--- src/rtl/tpu_pkg.sv ---
package tpu_pkg;

    // ========================================
    // Array and bank sizes
    // ========================================

    // Matrix dimension, array is ARRAY_N x ARRAY_N cells
    localparam int ARRAY_N   = 4;
    // Words per bank, row-major
    localparam int MAT_WORDS = ARRAY_N * ARRAY_N;
    // Operand and accumulator widths
    localparam int OPERAND_W = 8;
    localparam int ACC_W     = 16;

    // Cycles after last feed until cell (N-1,N-1) has its last product
    localparam int DRAIN_CYCLES = 2 * ARRAY_N;
    // Start acceptance to done, clear + feed + drain + store + 1
    localparam int RUN_CYCLES   = 4 * ARRAY_N + 2;
    // Phase counter must hold the longest phase length minus one
    localparam int CNT_W        = $clog2(DRAIN_CYCLES);

    // ========================================
    // Data types
    // ========================================

    typedef logic [$clog2(MAT_WORDS)-1:0] addr_t;
    typedef logic [15:0]                  word_t;
    typedef logic signed [OPERAND_W-1:0]  operand_t;
    typedef logic [ACC_W-1:0]             acc_t;
    typedef logic [$clog2(ARRAY_N)-1:0]   index_t;
    typedef logic [CNT_W-1:0]             phase_cnt_t;

    // One A column or one B row, element k at bits k*OPERAND_W
    typedef logic [ARRAY_N*OPERAND_W-1:0] operand_vec_t;
    // All accumulators, element (i,j) at slot i*N+j
    typedef logic [MAT_WORDS*ACC_W-1:0]   acc_grid_t;

    typedef enum logic [1:0] {BANK_A, BANK_B, BANK_RESULT, BANK_NONE} bank_sel_t;

    typedef enum logic [2:0] {
        S_IDLE,
        S_CLEAR,
        S_FEED,
        S_DRAIN,
        S_STORE,
        S_DONE
    } ctrl_state_t;

endpackage

--- src/rtl/mac_pe.sv ---
`timescale 1ns/10ps

module mac_pe (
    input  logic              clk,
    input  logic              rst_n,
    input  logic              acc_clear,
    input  logic              a_in_valid,
    input  logic              b_in_valid,
    input  tpu_pkg::operand_t a_in,
    input  tpu_pkg::operand_t b_in,
    output logic              a_out_valid,
    output logic              b_out_valid,
    output tpu_pkg::operand_t a_out,
    output tpu_pkg::operand_t b_out,
    output tpu_pkg::acc_t     acc
);

    // Signed 8x8 product, sign-extended into accumulator width
    tpu_pkg::acc_t product;

    assign product = a_in * b_in;

    always_ff @(posedge clk or negedge rst_n) begin
        if (!rst_n) begin
            acc         <= '0;
            a_out       <= '0;
            b_out       <= '0;
            a_out_valid <= 1'b0;
            b_out_valid <= 1'b0;
        end else if (acc_clear) begin
            // Start of run, drop everything in flight
            acc         <= '0;
            a_out       <= '0;
            b_out       <= '0;
            a_out_valid <= 1'b0;
            b_out_valid <= 1'b0;
        end else begin
            // Forward A right and B down, one cycle per cell
            a_out       <= a_in;
            b_out       <= b_in;
            a_out_valid <= a_in_valid;
            b_out_valid <= b_in_valid;
            // Accumulate only when matching k-indices meet, wraps mod 2^16
            if (a_in_valid && b_in_valid) begin
                acc <= acc + product;
            end
        end
    end

endmodule

--- src/rtl/systolic_array.sv ---
`timescale 1ns/10ps

module systolic_array (
    input  logic                  clk,
    input  logic                  rst_n,
    input  logic                  acc_clear,
    input  logic                  feed_valid,
    input  tpu_pkg::operand_vec_t a_col,
    input  tpu_pkg::operand_vec_t b_row,
    output tpu_pkg::acc_grid_t    acc_grid
);

    // Horizontal links, column j feeds cell (i,j), column N is the spill
    tpu_pkg::operand_t a_link [tpu_pkg::ARRAY_N][tpu_pkg::ARRAY_N+1];
    logic              a_vld  [tpu_pkg::ARRAY_N][tpu_pkg::ARRAY_N+1];
    // Vertical links, row i feeds cell (i,j), row N is the spill
    tpu_pkg::operand_t b_link [tpu_pkg::ARRAY_N+1][tpu_pkg::ARRAY_N];
    logic              b_vld  [tpu_pkg::ARRAY_N+1][tpu_pkg::ARRAY_N];

    // ========================================
    // Input skew
    // ========================================
    // Lane k carries A row k, B column k and a valid copy, delayed k cycles
    for (genvar lane = 0; lane < tpu_pkg::ARRAY_N; lane++) begin : g_skew
        logic [2*tpu_pkg::OPERAND_W:0] lane_in;
        logic [2*tpu_pkg::OPERAND_W:0] lane_out;

        assign lane_in = {feed_valid,
                          a_col[lane*tpu_pkg::OPERAND_W +: tpu_pkg::OPERAND_W],
                          b_row[lane*tpu_pkg::OPERAND_W +: tpu_pkg::OPERAND_W]};

        if (lane == 0) begin : g_direct
            assign lane_out = lane_in;
        end else begin : g_delay
            logic [2*tpu_pkg::OPERAND_W:0] pipe [lane];

            always_ff @(posedge clk or negedge rst_n) begin
                if (!rst_n) begin
                    for (int s = 0; s < lane; s++) begin
                        pipe[s] <= '0;
                    end
                end else if (acc_clear) begin
                    for (int s = 0; s < lane; s++) begin
                        pipe[s] <= '0;
                    end
                end else begin
                    pipe[0] <= lane_in;
                    for (int s = 1; s < lane; s++) begin
                        pipe[s] <= pipe[s-1];
                    end
                end
            end

            assign lane_out = pipe[lane-1];
        end

        // Unpack onto left and top grid edges
        assign a_vld[lane][0]  = lane_out[2*tpu_pkg::OPERAND_W];
        assign a_link[lane][0] = lane_out[2*tpu_pkg::OPERAND_W-1:tpu_pkg::OPERAND_W];
        assign b_vld[0][lane]  = lane_out[2*tpu_pkg::OPERAND_W];
        assign b_link[0][lane] = lane_out[tpu_pkg::OPERAND_W-1:0];
    end

    // ========================================
    // Cell grid
    // ========================================
    for (genvar i = 0; i < tpu_pkg::ARRAY_N; i++) begin : g_row
        for (genvar j = 0; j < tpu_pkg::ARRAY_N; j++) begin : g_col
            mac_pe pe_inst (
                .clk         (clk),
                .rst_n       (rst_n),
                .acc_clear   (acc_clear),
                .a_in_valid  (a_vld[i][j]),
                .b_in_valid  (b_vld[i][j]),
                .a_in        (a_link[i][j]),
                .b_in        (b_link[i][j]),
                .a_out_valid (a_vld[i][j+1]),
                .b_out_valid (b_vld[i+1][j]),
                .a_out       (a_link[i][j+1]),
                .b_out       (b_link[i+1][j]),
                .acc         (acc_grid[(i*tpu_pkg::ARRAY_N+j)*tpu_pkg::ACC_W +: tpu_pkg::ACC_W])
            );
        end
    end

endmodule

--- src/rtl/matrix_banks.sv ---
`timescale 1ns/10ps

module matrix_banks (
    input  logic                  clk,
    input  logic                  rst_n,
    input  logic                  host_we,
    input  logic                  busy,
    input  tpu_pkg::bank_sel_t    host_bank,
    input  tpu_pkg::addr_t        host_addr,
    input  tpu_pkg::word_t        host_wdata,
    input  tpu_pkg::index_t       step,
    input  logic                  res_we,
    input  tpu_pkg::index_t       res_row,
    input  tpu_pkg::acc_grid_t    acc_grid,
    output tpu_pkg::word_t        host_rdata,
    output tpu_pkg::operand_vec_t a_col,
    output tpu_pkg::operand_vec_t b_row
);

    // Operand banks keep 8 bits, result bank keeps full accumulators
    tpu_pkg::operand_t bank_a [tpu_pkg::MAT_WORDS];
    tpu_pkg::operand_t bank_b [tpu_pkg::MAT_WORDS];
    tpu_pkg::acc_t     bank_r [tpu_pkg::MAT_WORDS];

    // ========================================
    // Bank writes
    // ========================================
    always_ff @(posedge clk or negedge rst_n) begin
        if (!rst_n) begin
            for (int w = 0; w < tpu_pkg::MAT_WORDS; w++) begin
                bank_a[w] <= '0;
                bank_b[w] <= '0;
                bank_r[w] <= '0;
            end
        end else if (res_we) begin
            // One grid row per store cycle
            for (int c = 0; c < tpu_pkg::ARRAY_N; c++) begin
                bank_r[int'(res_row) * tpu_pkg::ARRAY_N + c] <=
                    acc_grid[(int'(res_row) * tpu_pkg::ARRAY_N + c) * tpu_pkg::ACC_W +:
                             tpu_pkg::ACC_W];
            end
        end else if (host_we && !busy) begin
            // Host writes dropped while a run is in progress
            case (host_bank)
                tpu_pkg::BANK_A:      bank_a[host_addr] <= host_wdata[7:0];
                tpu_pkg::BANK_B:      bank_b[host_addr] <= host_wdata[7:0];
                tpu_pkg::BANK_RESULT: bank_r[host_addr] <= host_wdata;
                default: ;
            endcase
        end
    end

    // ========================================
    // Host read, same cycle
    // ========================================
    always_comb begin
        case (host_bank)
            // Operands come back sign-extended
            tpu_pkg::BANK_A:      host_rdata = {{8{bank_a[host_addr][7]}}, bank_a[host_addr]};
            tpu_pkg::BANK_B:      host_rdata = {{8{bank_b[host_addr][7]}}, bank_b[host_addr]};
            tpu_pkg::BANK_RESULT: host_rdata = bank_r[host_addr];
            default:              host_rdata = '0;
        endcase
    end

    // Operand gather for the current feed step
    // a_col lane r is A[r][step], b_row lane c is B[step][c]
    always_comb begin
        for (int k = 0; k < tpu_pkg::ARRAY_N; k++) begin
            a_col[k * tpu_pkg::OPERAND_W +: tpu_pkg::OPERAND_W] =
                bank_a[k * tpu_pkg::ARRAY_N + int'(step)];
            b_row[k * tpu_pkg::OPERAND_W +: tpu_pkg::OPERAND_W] =
                bank_b[int'(step) * tpu_pkg::ARRAY_N + k];
        end
    end

endmodule

--- src/rtl/tpu_controller.sv ---
`timescale 1ns/10ps

module tpu_controller (
    input  logic            clk,
    input  logic            rst_n,
    input  logic            start_valid,
    output logic            start_ready,
    output logic            busy,
    output logic            done,
    output logic            acc_clear,
    output logic            feed_valid,
    output logic            res_we,
    output tpu_pkg::index_t step,
    output tpu_pkg::index_t res_row
);

    tpu_pkg::ctrl_state_t state;
    // Shared down-counter, loaded with phase length minus one
    tpu_pkg::phase_cnt_t  cnt;
    // Position inside feed or store, counts up as cnt counts down
    tpu_pkg::index_t      phase_idx;

    // ========================================
    // State and phase counter
    // ========================================
    always_ff @(posedge clk or negedge rst_n) begin
        if (!rst_n) begin
            state <= tpu_pkg::S_IDLE;
            cnt   <= '0;
        end else begin
            case (state)
                tpu_pkg::S_IDLE: begin
                    // start_ready is high here, so valid alone is the handshake
                    if (start_valid) begin
                        state <= tpu_pkg::S_CLEAR;
                    end
                end
                tpu_pkg::S_CLEAR: begin
                    // One cycle to zero accumulators and skew
                    state <= tpu_pkg::S_FEED;
                    cnt   <= tpu_pkg::phase_cnt_t'(tpu_pkg::ARRAY_N - 1);
                end
                tpu_pkg::S_FEED: begin
                    if (cnt == '0) begin
                        state <= tpu_pkg::S_DRAIN;
                        cnt   <= tpu_pkg::phase_cnt_t'(tpu_pkg::DRAIN_CYCLES - 1);
                    end else begin
                        cnt <= cnt - 1'b1;
                    end
                end
                tpu_pkg::S_DRAIN: begin
                    // Wait for the skewed wavefront to reach the far corner
                    if (cnt == '0) begin
                        state <= tpu_pkg::S_STORE;
                        cnt   <= tpu_pkg::phase_cnt_t'(tpu_pkg::ARRAY_N - 1);
                    end else begin
                        cnt <= cnt - 1'b1;
                    end
                end
                tpu_pkg::S_STORE: begin
                    if (cnt == '0) begin
                        state <= tpu_pkg::S_DONE;
                    end else begin
                        cnt <= cnt - 1'b1;
                    end
                end
                tpu_pkg::S_DONE: begin
                    state <= tpu_pkg::S_IDLE;
                end
                default: begin
                    state <= tpu_pkg::S_IDLE;
                end
            endcase
        end
    end

    // Step 0 first, N-1 last
    assign phase_idx = tpu_pkg::index_t'(tpu_pkg::ARRAY_N - 1) - tpu_pkg::index_t'(cnt);

    // ========================================
    // Decoded outputs
    // ========================================
    assign start_ready = (state == tpu_pkg::S_IDLE);
    assign busy        = (state != tpu_pkg::S_IDLE);
    assign done        = (state == tpu_pkg::S_DONE);
    assign acc_clear   = (state == tpu_pkg::S_CLEAR);
    assign feed_valid  = (state == tpu_pkg::S_FEED);
    assign res_we      = (state == tpu_pkg::S_STORE);
    // Same index serves feed step and store row
    assign step        = phase_idx;
    assign res_row     = phase_idx;

endmodule

--- src/rtl/tpu_top.sv ---
`timescale 1ns/10ps

module tpu_top (
    input  logic               clk,
    input  logic               rst_n,
    input  logic               start_valid,
    input  logic               host_we,
    input  tpu_pkg::bank_sel_t host_bank,
    input  tpu_pkg::addr_t     host_addr,
    input  tpu_pkg::word_t     host_wdata,
    output logic               start_ready,
    output logic               busy,
    output logic               done,
    output tpu_pkg::word_t     host_rdata
);

    // Controller to banks
    tpu_pkg::index_t       step;
    tpu_pkg::index_t       res_row;
    logic                  res_we;
    // Controller to array
    logic                  acc_clear;
    logic                  feed_valid;
    // Banks to array and back
    tpu_pkg::operand_vec_t a_col;
    tpu_pkg::operand_vec_t b_row;
    tpu_pkg::acc_grid_t    acc_grid;

    // Busy also blocks host writes inside the banks
    matrix_banks banks_inst (
        .clk        (clk),
        .rst_n      (rst_n),
        .host_we    (host_we),
        .busy       (busy),
        .host_bank  (host_bank),
        .host_addr  (host_addr),
        .host_wdata (host_wdata),
        .step       (step),
        .res_we     (res_we),
        .res_row    (res_row),
        .acc_grid   (acc_grid),
        .host_rdata (host_rdata),
        .a_col      (a_col),
        .b_row      (b_row)
    );

    tpu_controller ctrl_inst (
        .clk         (clk),
        .rst_n       (rst_n),
        .start_valid (start_valid),
        .start_ready (start_ready),
        .busy        (busy),
        .done        (done),
        .acc_clear   (acc_clear),
        .feed_valid  (feed_valid),
        .res_we      (res_we),
        .step        (step),
        .res_row     (res_row)
    );

    systolic_array array_inst (
        .clk        (clk),
        .rst_n      (rst_n),
        .acc_clear  (acc_clear),
        .feed_valid (feed_valid),
        .a_col      (a_col),
        .b_row      (b_row),
        .acc_grid   (acc_grid)
    );

endmodule

--- config.mk ---
export PLATFORM = sky130hd
export DESIGN_NAME = tpu_top
export DESIGN_NICKNAME = d
export VERILOG_FILES = /design/src/rtl/tpu_pkg.sv /design/src/rtl/mac_pe.sv /design/src/rtl/systolic_array.sv /design/src/rtl/matrix_banks.sv /design/src/rtl/tpu_controller.sv /design/src/rtl/tpu_top.sv
export SDC_FILE = /design/constraint.sdc
export NUM_CORES = 2
export LEC_CHECK = 0
export BUFFER_PORTS_ARGS = -buffer_cell sky130_fd_sc_hd__buf_2
export CORE_UTILIZATION = 50
export CTS_CLUSTER_DIAMETER = 200
export CTS_CLUSTER_SIZE = 16
export DETAILED_ROUTE_END_ITERATION = 12
export PLACE_DENSITY = 0.68
export SYNTH_ARGS = -nofsm -noshare
export SYNTH_HDL_FRONTEND = slang
export SYNTH_HIERARCHICAL = 1
export SYNTH_SLANG_ARGS = --single-unit
--- constraint.sdc ---
create_clock -name clk -period 10.72 [get_ports clk]
set_clock_uncertainty 0.2 [all_clocks]
set_input_delay 2.144 -clock clk [delete_from_list [all_inputs] [get_ports clk]]
set_output_delay 2.144 -clock clk [all_outputs]
set_load 0.005 [all_outputs]
---- After elaboration in Yosys (flattened, before gate mapping) ----
Cells that the tools add are included.
operators by class
  reduce and logical (&&, ||, !) cells .... 35
  multiplexer cells ....................... 136
  multipliers ............................. 16
  shifts and indexed selects .............. 4
  $lt $le $gt $ge ......................... 14
  add/subtract/negate cells ............... 24
  equal/unequal tests ..................... 12
  bitwise logic cells ..................... 10
operators by type and width
  cell                                                  number
  bitwise mux 256 bit                                   5
  two-way mux 256 bit                                   3
  variable part select 256 x 32 -> 16 bit               3
  two-way mux 16 bit                                    39
  two-way mux 8 bit                                     45
  binary-select mux 8 bit (select 4 bit)                10
  demux 16 bit (select 4 bit)                           5
  adder 16 bit                                          16
  bitwise mux 128 bit                                   2
  >= comparator 32 x 5 -> 1 bit, second input constant  8
  multiplier 8 x 8 -> 16 bit                            16
  variable part select 256 x 9 -> 16 bit                1
  inverter 32 bit                                       6
  < comparator 32 x 1 -> 1 bit, second input constant   4
  binary-select mux 16 bit (select 4 bit)               1
  two-way mux 51 bit                                    1
  case mux 16 bit (3 select lines)                      1
  two-way mux 34 bit                                    1
  demux 8 bit (select 4 bit)                            1
  inverter 2 -> 32 bit                                  1
  inverter 4 -> 32 bit                                  1
  nonzero test 2 bit                                    12
  two-way mux 3 bit                                     7
  two-way mux 17 bit                                    1
  other kinds (29)                                      61
word-level totals
  output and inout port bits .............. 19
  bits of input ports ..................... 26
  logic and storage cells ................. 359
  register bits ........................... 1080

---- Longest topological paths before layout ----
  depth after elaboration ................. 11
  gate-level depth with buffers ........... 24
  gate-level depth less buffers ........... 20

---- By module ----
Netlist, hierarchy kept.
by module, submodules not included
  module                                             times used  cells an instance  area an instance (um^2)  sequential area each (um^2)
  mac_pe (array_inst.g_row[1].g_col[1].pe_inst ...)  9           393                4046.4                   850.8
  matrix_banks                                       1           2136               26686.8                  12812.3
  mac_pe (array_inst.g_row[0].g_col[0].pe_inst ...)  4           396                4060.1                   850.8
  mac_pe (array_inst.g_row[3].g_col[0].pe_inst ...)  2           391                4025.1                   850.8
  mac_pe (array_inst.g_row[1].g_col[0].pe_inst)      1           389                4046.4                   850.8
  systolic_array                                     1           209                3170.5                   2477.4
  tpu_controller                                     1           52                 454.2                    150.1

---- Least setup slack after synthesis ----
Ideal clock, no wire load.
  path kind ............................... reg-to-reg
  start ................................... reg ctrl_inst.state[2]
  end ..................................... reg array_inst.g_row[3].g_col[0].pe_inst.acc[12]
  arrival time ............................ 10.703 ns
  stages on the path, launching flop included .. 6
  period minus slack after synthesis ...... 11.024 ns
  buffers on the path ..................... 2
  setup slack ............................. -0.304 ns
  required time ........................... 10.398 ns
  setup time .............................. 0.122 ns
  cells stage by stage .................... dfrtp_1 buf_2 nor3b_1 a21oi_1 clkbuf_1 a32o_1
between the ends
  longest elaborated chain between the ends .. 2
  elaborated cells between the ends (all ways) .. 3
  classes of those cells .................. 1 x eq/ne; 1 x mux; 1 x reduce/logical
RTL lines
  what                                                      RTL line              source
  from (decl)                                               tpu_controller.sv:17  tpu_pkg::ctrl_state_t state;
  from (signal assigned)                                    tpu_controller.sv:28  state <= tpu_pkg::S_IDLE;
  from (signal assigned)                                    tpu_controller.sv:35  state <= tpu_pkg::S_CLEAR;
  from (signal assigned)                                    tpu_controller.sv:40  state <= tpu_pkg::S_FEED;
  equality test 3 x 1 -> 1 bit (*)                          tpu_controller.sv:86  assign acc_clear = (state == tpu_pkg::S_CLEAR);
  named net acc_clear                                       tpu_top.sv:22         logic acc_clear;
  two-way mux 16 bit or nonzero test 2 bit (tied branches)  -
  to (signal assigned)                                      mac_pe.sv:45          acc <= acc + product;
  to (decl)                                                 mac_pe.sv:15          output tpu_pkg::acc_t acc
Mark *: on every way through the listed nets, which the timed path passes. The rest lies on a longest branch.
A chain may end at the register's enable or synchronous reset.

---- Worst setup path in the final report ----
  start ................................... in host_addr[1]
  end ..................................... out host_rdata[12]
between the ends
  longest elaborated chain between the ends .. 5
  elaborated cells between the ends (all ways) .. 11
  classes of those cells .................. 10 x mux; 1 x bitwise
RTL lines
  what                                                                                  RTL line                                                    source
  from (decl)                                                                           tpu_top.sv:9                                                input tpu_pkg::addr_t host_addr,
  inverter 4 -> 5 bit (implied by the code) (*)                                         matrix_banks.sv:59, matrix_banks.sv:60, matrix_banks.sv:61
  binary-select mux 16 bit (select 4 bit), or another cell as far along                 matrix_banks.sv:61                                          tpu_pkg::BANK_RESULT: host_rdata = bank_r[host_addr];
  two-way mux 16 bit (implied by the code), or another cell as far along (2 in series)  matrix_banks.sv:61
  case mux 16 bit (3 select lines) (*)                                                  matrix_banks.sv:57                                          case (host_bank)
  to (decl)                                                                             tpu_top.sv:14                                               output tpu_pkg::word_t host_rdata
Mark *: on every way between the ends. The rest lies on a longest branch, timed or not. The select of a mux whose other input is x is not followed.

==> flow_summary.toml <==
[clocking]
cts_made_buffers = 78
clockBufferDepth = 3
post_cts_buffers = 0
clk_pin_slew_ns = 0.07
htreeDepth = 3
cts_root_buf = "clkbuf_16"
ctsResizeCount = 0
clk-insertion-delay-late_ns = 0.76
cts_tree = "yes"
clock-sinks = 1089
hold_buffers = 0

[power]
p_leak_nw = 50.5
power_density_nw_per_um2 = 122
power_mw = 11.9
vdd_drop_max_mv = 0.127

[sta]
period_share_pct = 72.1
setup_viol = 0
maxSlewHeadroom_pct = 11.8
worst_slew_pin_slew_ns = 1.32
clock.fmax_mhz = 129
finalMaxSlewViolations = 0
rsz0062_at_grt = "false"
fin_tns_setup_ns = 0
finalCriticalPeriod_ns = 7.73
final_hold_viol_count = 0

[min_path]
hold-path-cell-count = 1
min_path_type = "reg -> reg"
hp-start = "array_inst/g_skew[2].g_delay.pipe[29]"
min_to = "array_inst/g_skew[2].lane_out[12]"

[die]
ios = 45
num_rows = 157
die_h_um = 433
die_w_um = 433
coreArea_um2 = 184000
dieArea_um2 = 187000
start_util_pct = 50.6

[setup_path]
reg2reg_from = "ctrl_inst/cnt[0]"
rrSetupSlack_ns = 4.10
r2r_end = "array_inst/g_row[0].g_col[0].pe_inst/acc[13]"
worstSetupPathType = "in -> out"
worstPathRequired_ns = 8.38
cp_data_arrival_time_ns = 5.38
ff2ff_path_depth = 18
end_kind = "primary output"
crit_path_max_fanout = 88
startpoint_type = "input port"

[place]
port_buffers = 44
dp_hpwl_mm = 213
globalplace.congestion = 1.07

[final_layout]
layout_common_cells = "inv_1 (1189), fa_1 (1136), nand2_1 (1113), dfrtp_1 (1089), ha_1 (594)"
final_common_cell = "inv_1"
syn2layout_area_growth_pct = 4.99
final_nets = 10200
drive_gt1_share_pct = 9.04

[global_route]
grt_max_degree = 165
grt_first_pass_wirelength_mm = 423
antenna_found_initial = 22
grt_usage_pct = 30.2
grt-ovfl-total = 0
grt_pass1_vias = 66500

[routing]
drc_errors = 0
dr_total_vias = 63600
drt_iter0_markers = 5689
wl_mm = 275
ant_nets = 0
first_pass_iters = 7
viasPerCell = 5.84
wl_per_cell_um = 25.2

[synthesis]
synthCells = 8548
synth.avg_cell_area_um2 = 10.9
postSynthNetCount = 10300
yosysWarnings = 6
synth_area_um2 = 92800

[job]
cap_violations = 0

[outcome]
outcome = "completed"
[stage by stage]
step	utilization, %	hold WS, ns	instances	setup slack (ns)	cell area [µm²]
floorplan	-	0.239	8548	0.917	92800
global placement	51.9	0.240	10800	3.18	95300
detailed placement	51.9	0.247	10800	3.08	95300
CTS	53.1	0.249	10900	3.08	97500
global route	53.1	0.272	10900	2.90	97500
finish	53.1	0.241	10900	2.99	97500
[state kept, by name, indices dropped and copies added (netlist names)]
signal / count
array_inst/g_row.g_col.pe_inst/a_out: 96
array_inst/g_row.g_col.pe_inst/b_out_valid: 12
array_inst/g_skew.lane_out: 34
ctrl_inst/state: 3
banks_inst/bank_b: 128
array_inst/g_row.g_col.pe_inst/acc: 256
array_inst/g_row.g_col.pe_inst/b_out: 96
banks_inst/bank_r: 256
banks_inst/bank_a: 128
array_inst/g_row.g_col.pe_inst/a_out_valid: 12
ctrl_inst/cnt: 3
array_inst/g_skew.g_delay.pipe: 65
[layout make-up]
cell class | instances | area, µm²
well taps | 2464 | 3080
fillers | 15900 | 86200
clock buffers | 80 | 1980
diodes | 7 | 17.5
repair buffers | 113 | 826
multi-input cells | 5923 | 59600
flip-flops and latches | 1089 | 27300
inverters | 1207 | 4530
clock inverters | 7 | 159
[metal layers]
layer  share of wire (%)  routed length, µm  track usage [%]  vias to the layer above
met4                 7.1              19600             18.2                       20
met3                 7.2              19900             5.36                      601
met5               0.049                134                0                        -
li1                    -                  -                -                    27400
met1                  40             111000             40.5                    33100
met2                  45             124000             45.9                     2472
[worst max path at each step]
stage / from / to / cells after the start
floorplan: ctrl_inst/state[2] / array_inst/g_row[3].g_col[0].pe_inst/acc[12] / 5
global placement: host_addr[1] / host_rdata[7] / 7
detailed placement: host_addr[1] / host_rdata[12] / 7
CTS: host_addr[1] / host_rdata[8] / 7
global route: host_addr[1] / host_rdata[12] / 7
finish: host_addr[1] / host_rdata[12] / 7
[report_power, final]
| group | internal (mW) | switching (mW) | total (mW) |
|---|---|---|---|
| logic | 1.37 | 2.12 | 3.49 |
| clock network | 1.34 | 1.59 | 2.93 |
| registers | 4.54 | 0.970 | 5.51 |
[worst max-delay path: stages]
cell	delay (ns)
buf_6	0.58
buf_4	0.76
mux4_2	0.61
mux2_2	0.30
o22ai_2	0.49
o21ai_1	0.16
buf_2	0.15
No activity file was read; power rests on OpenSTA's default activity.
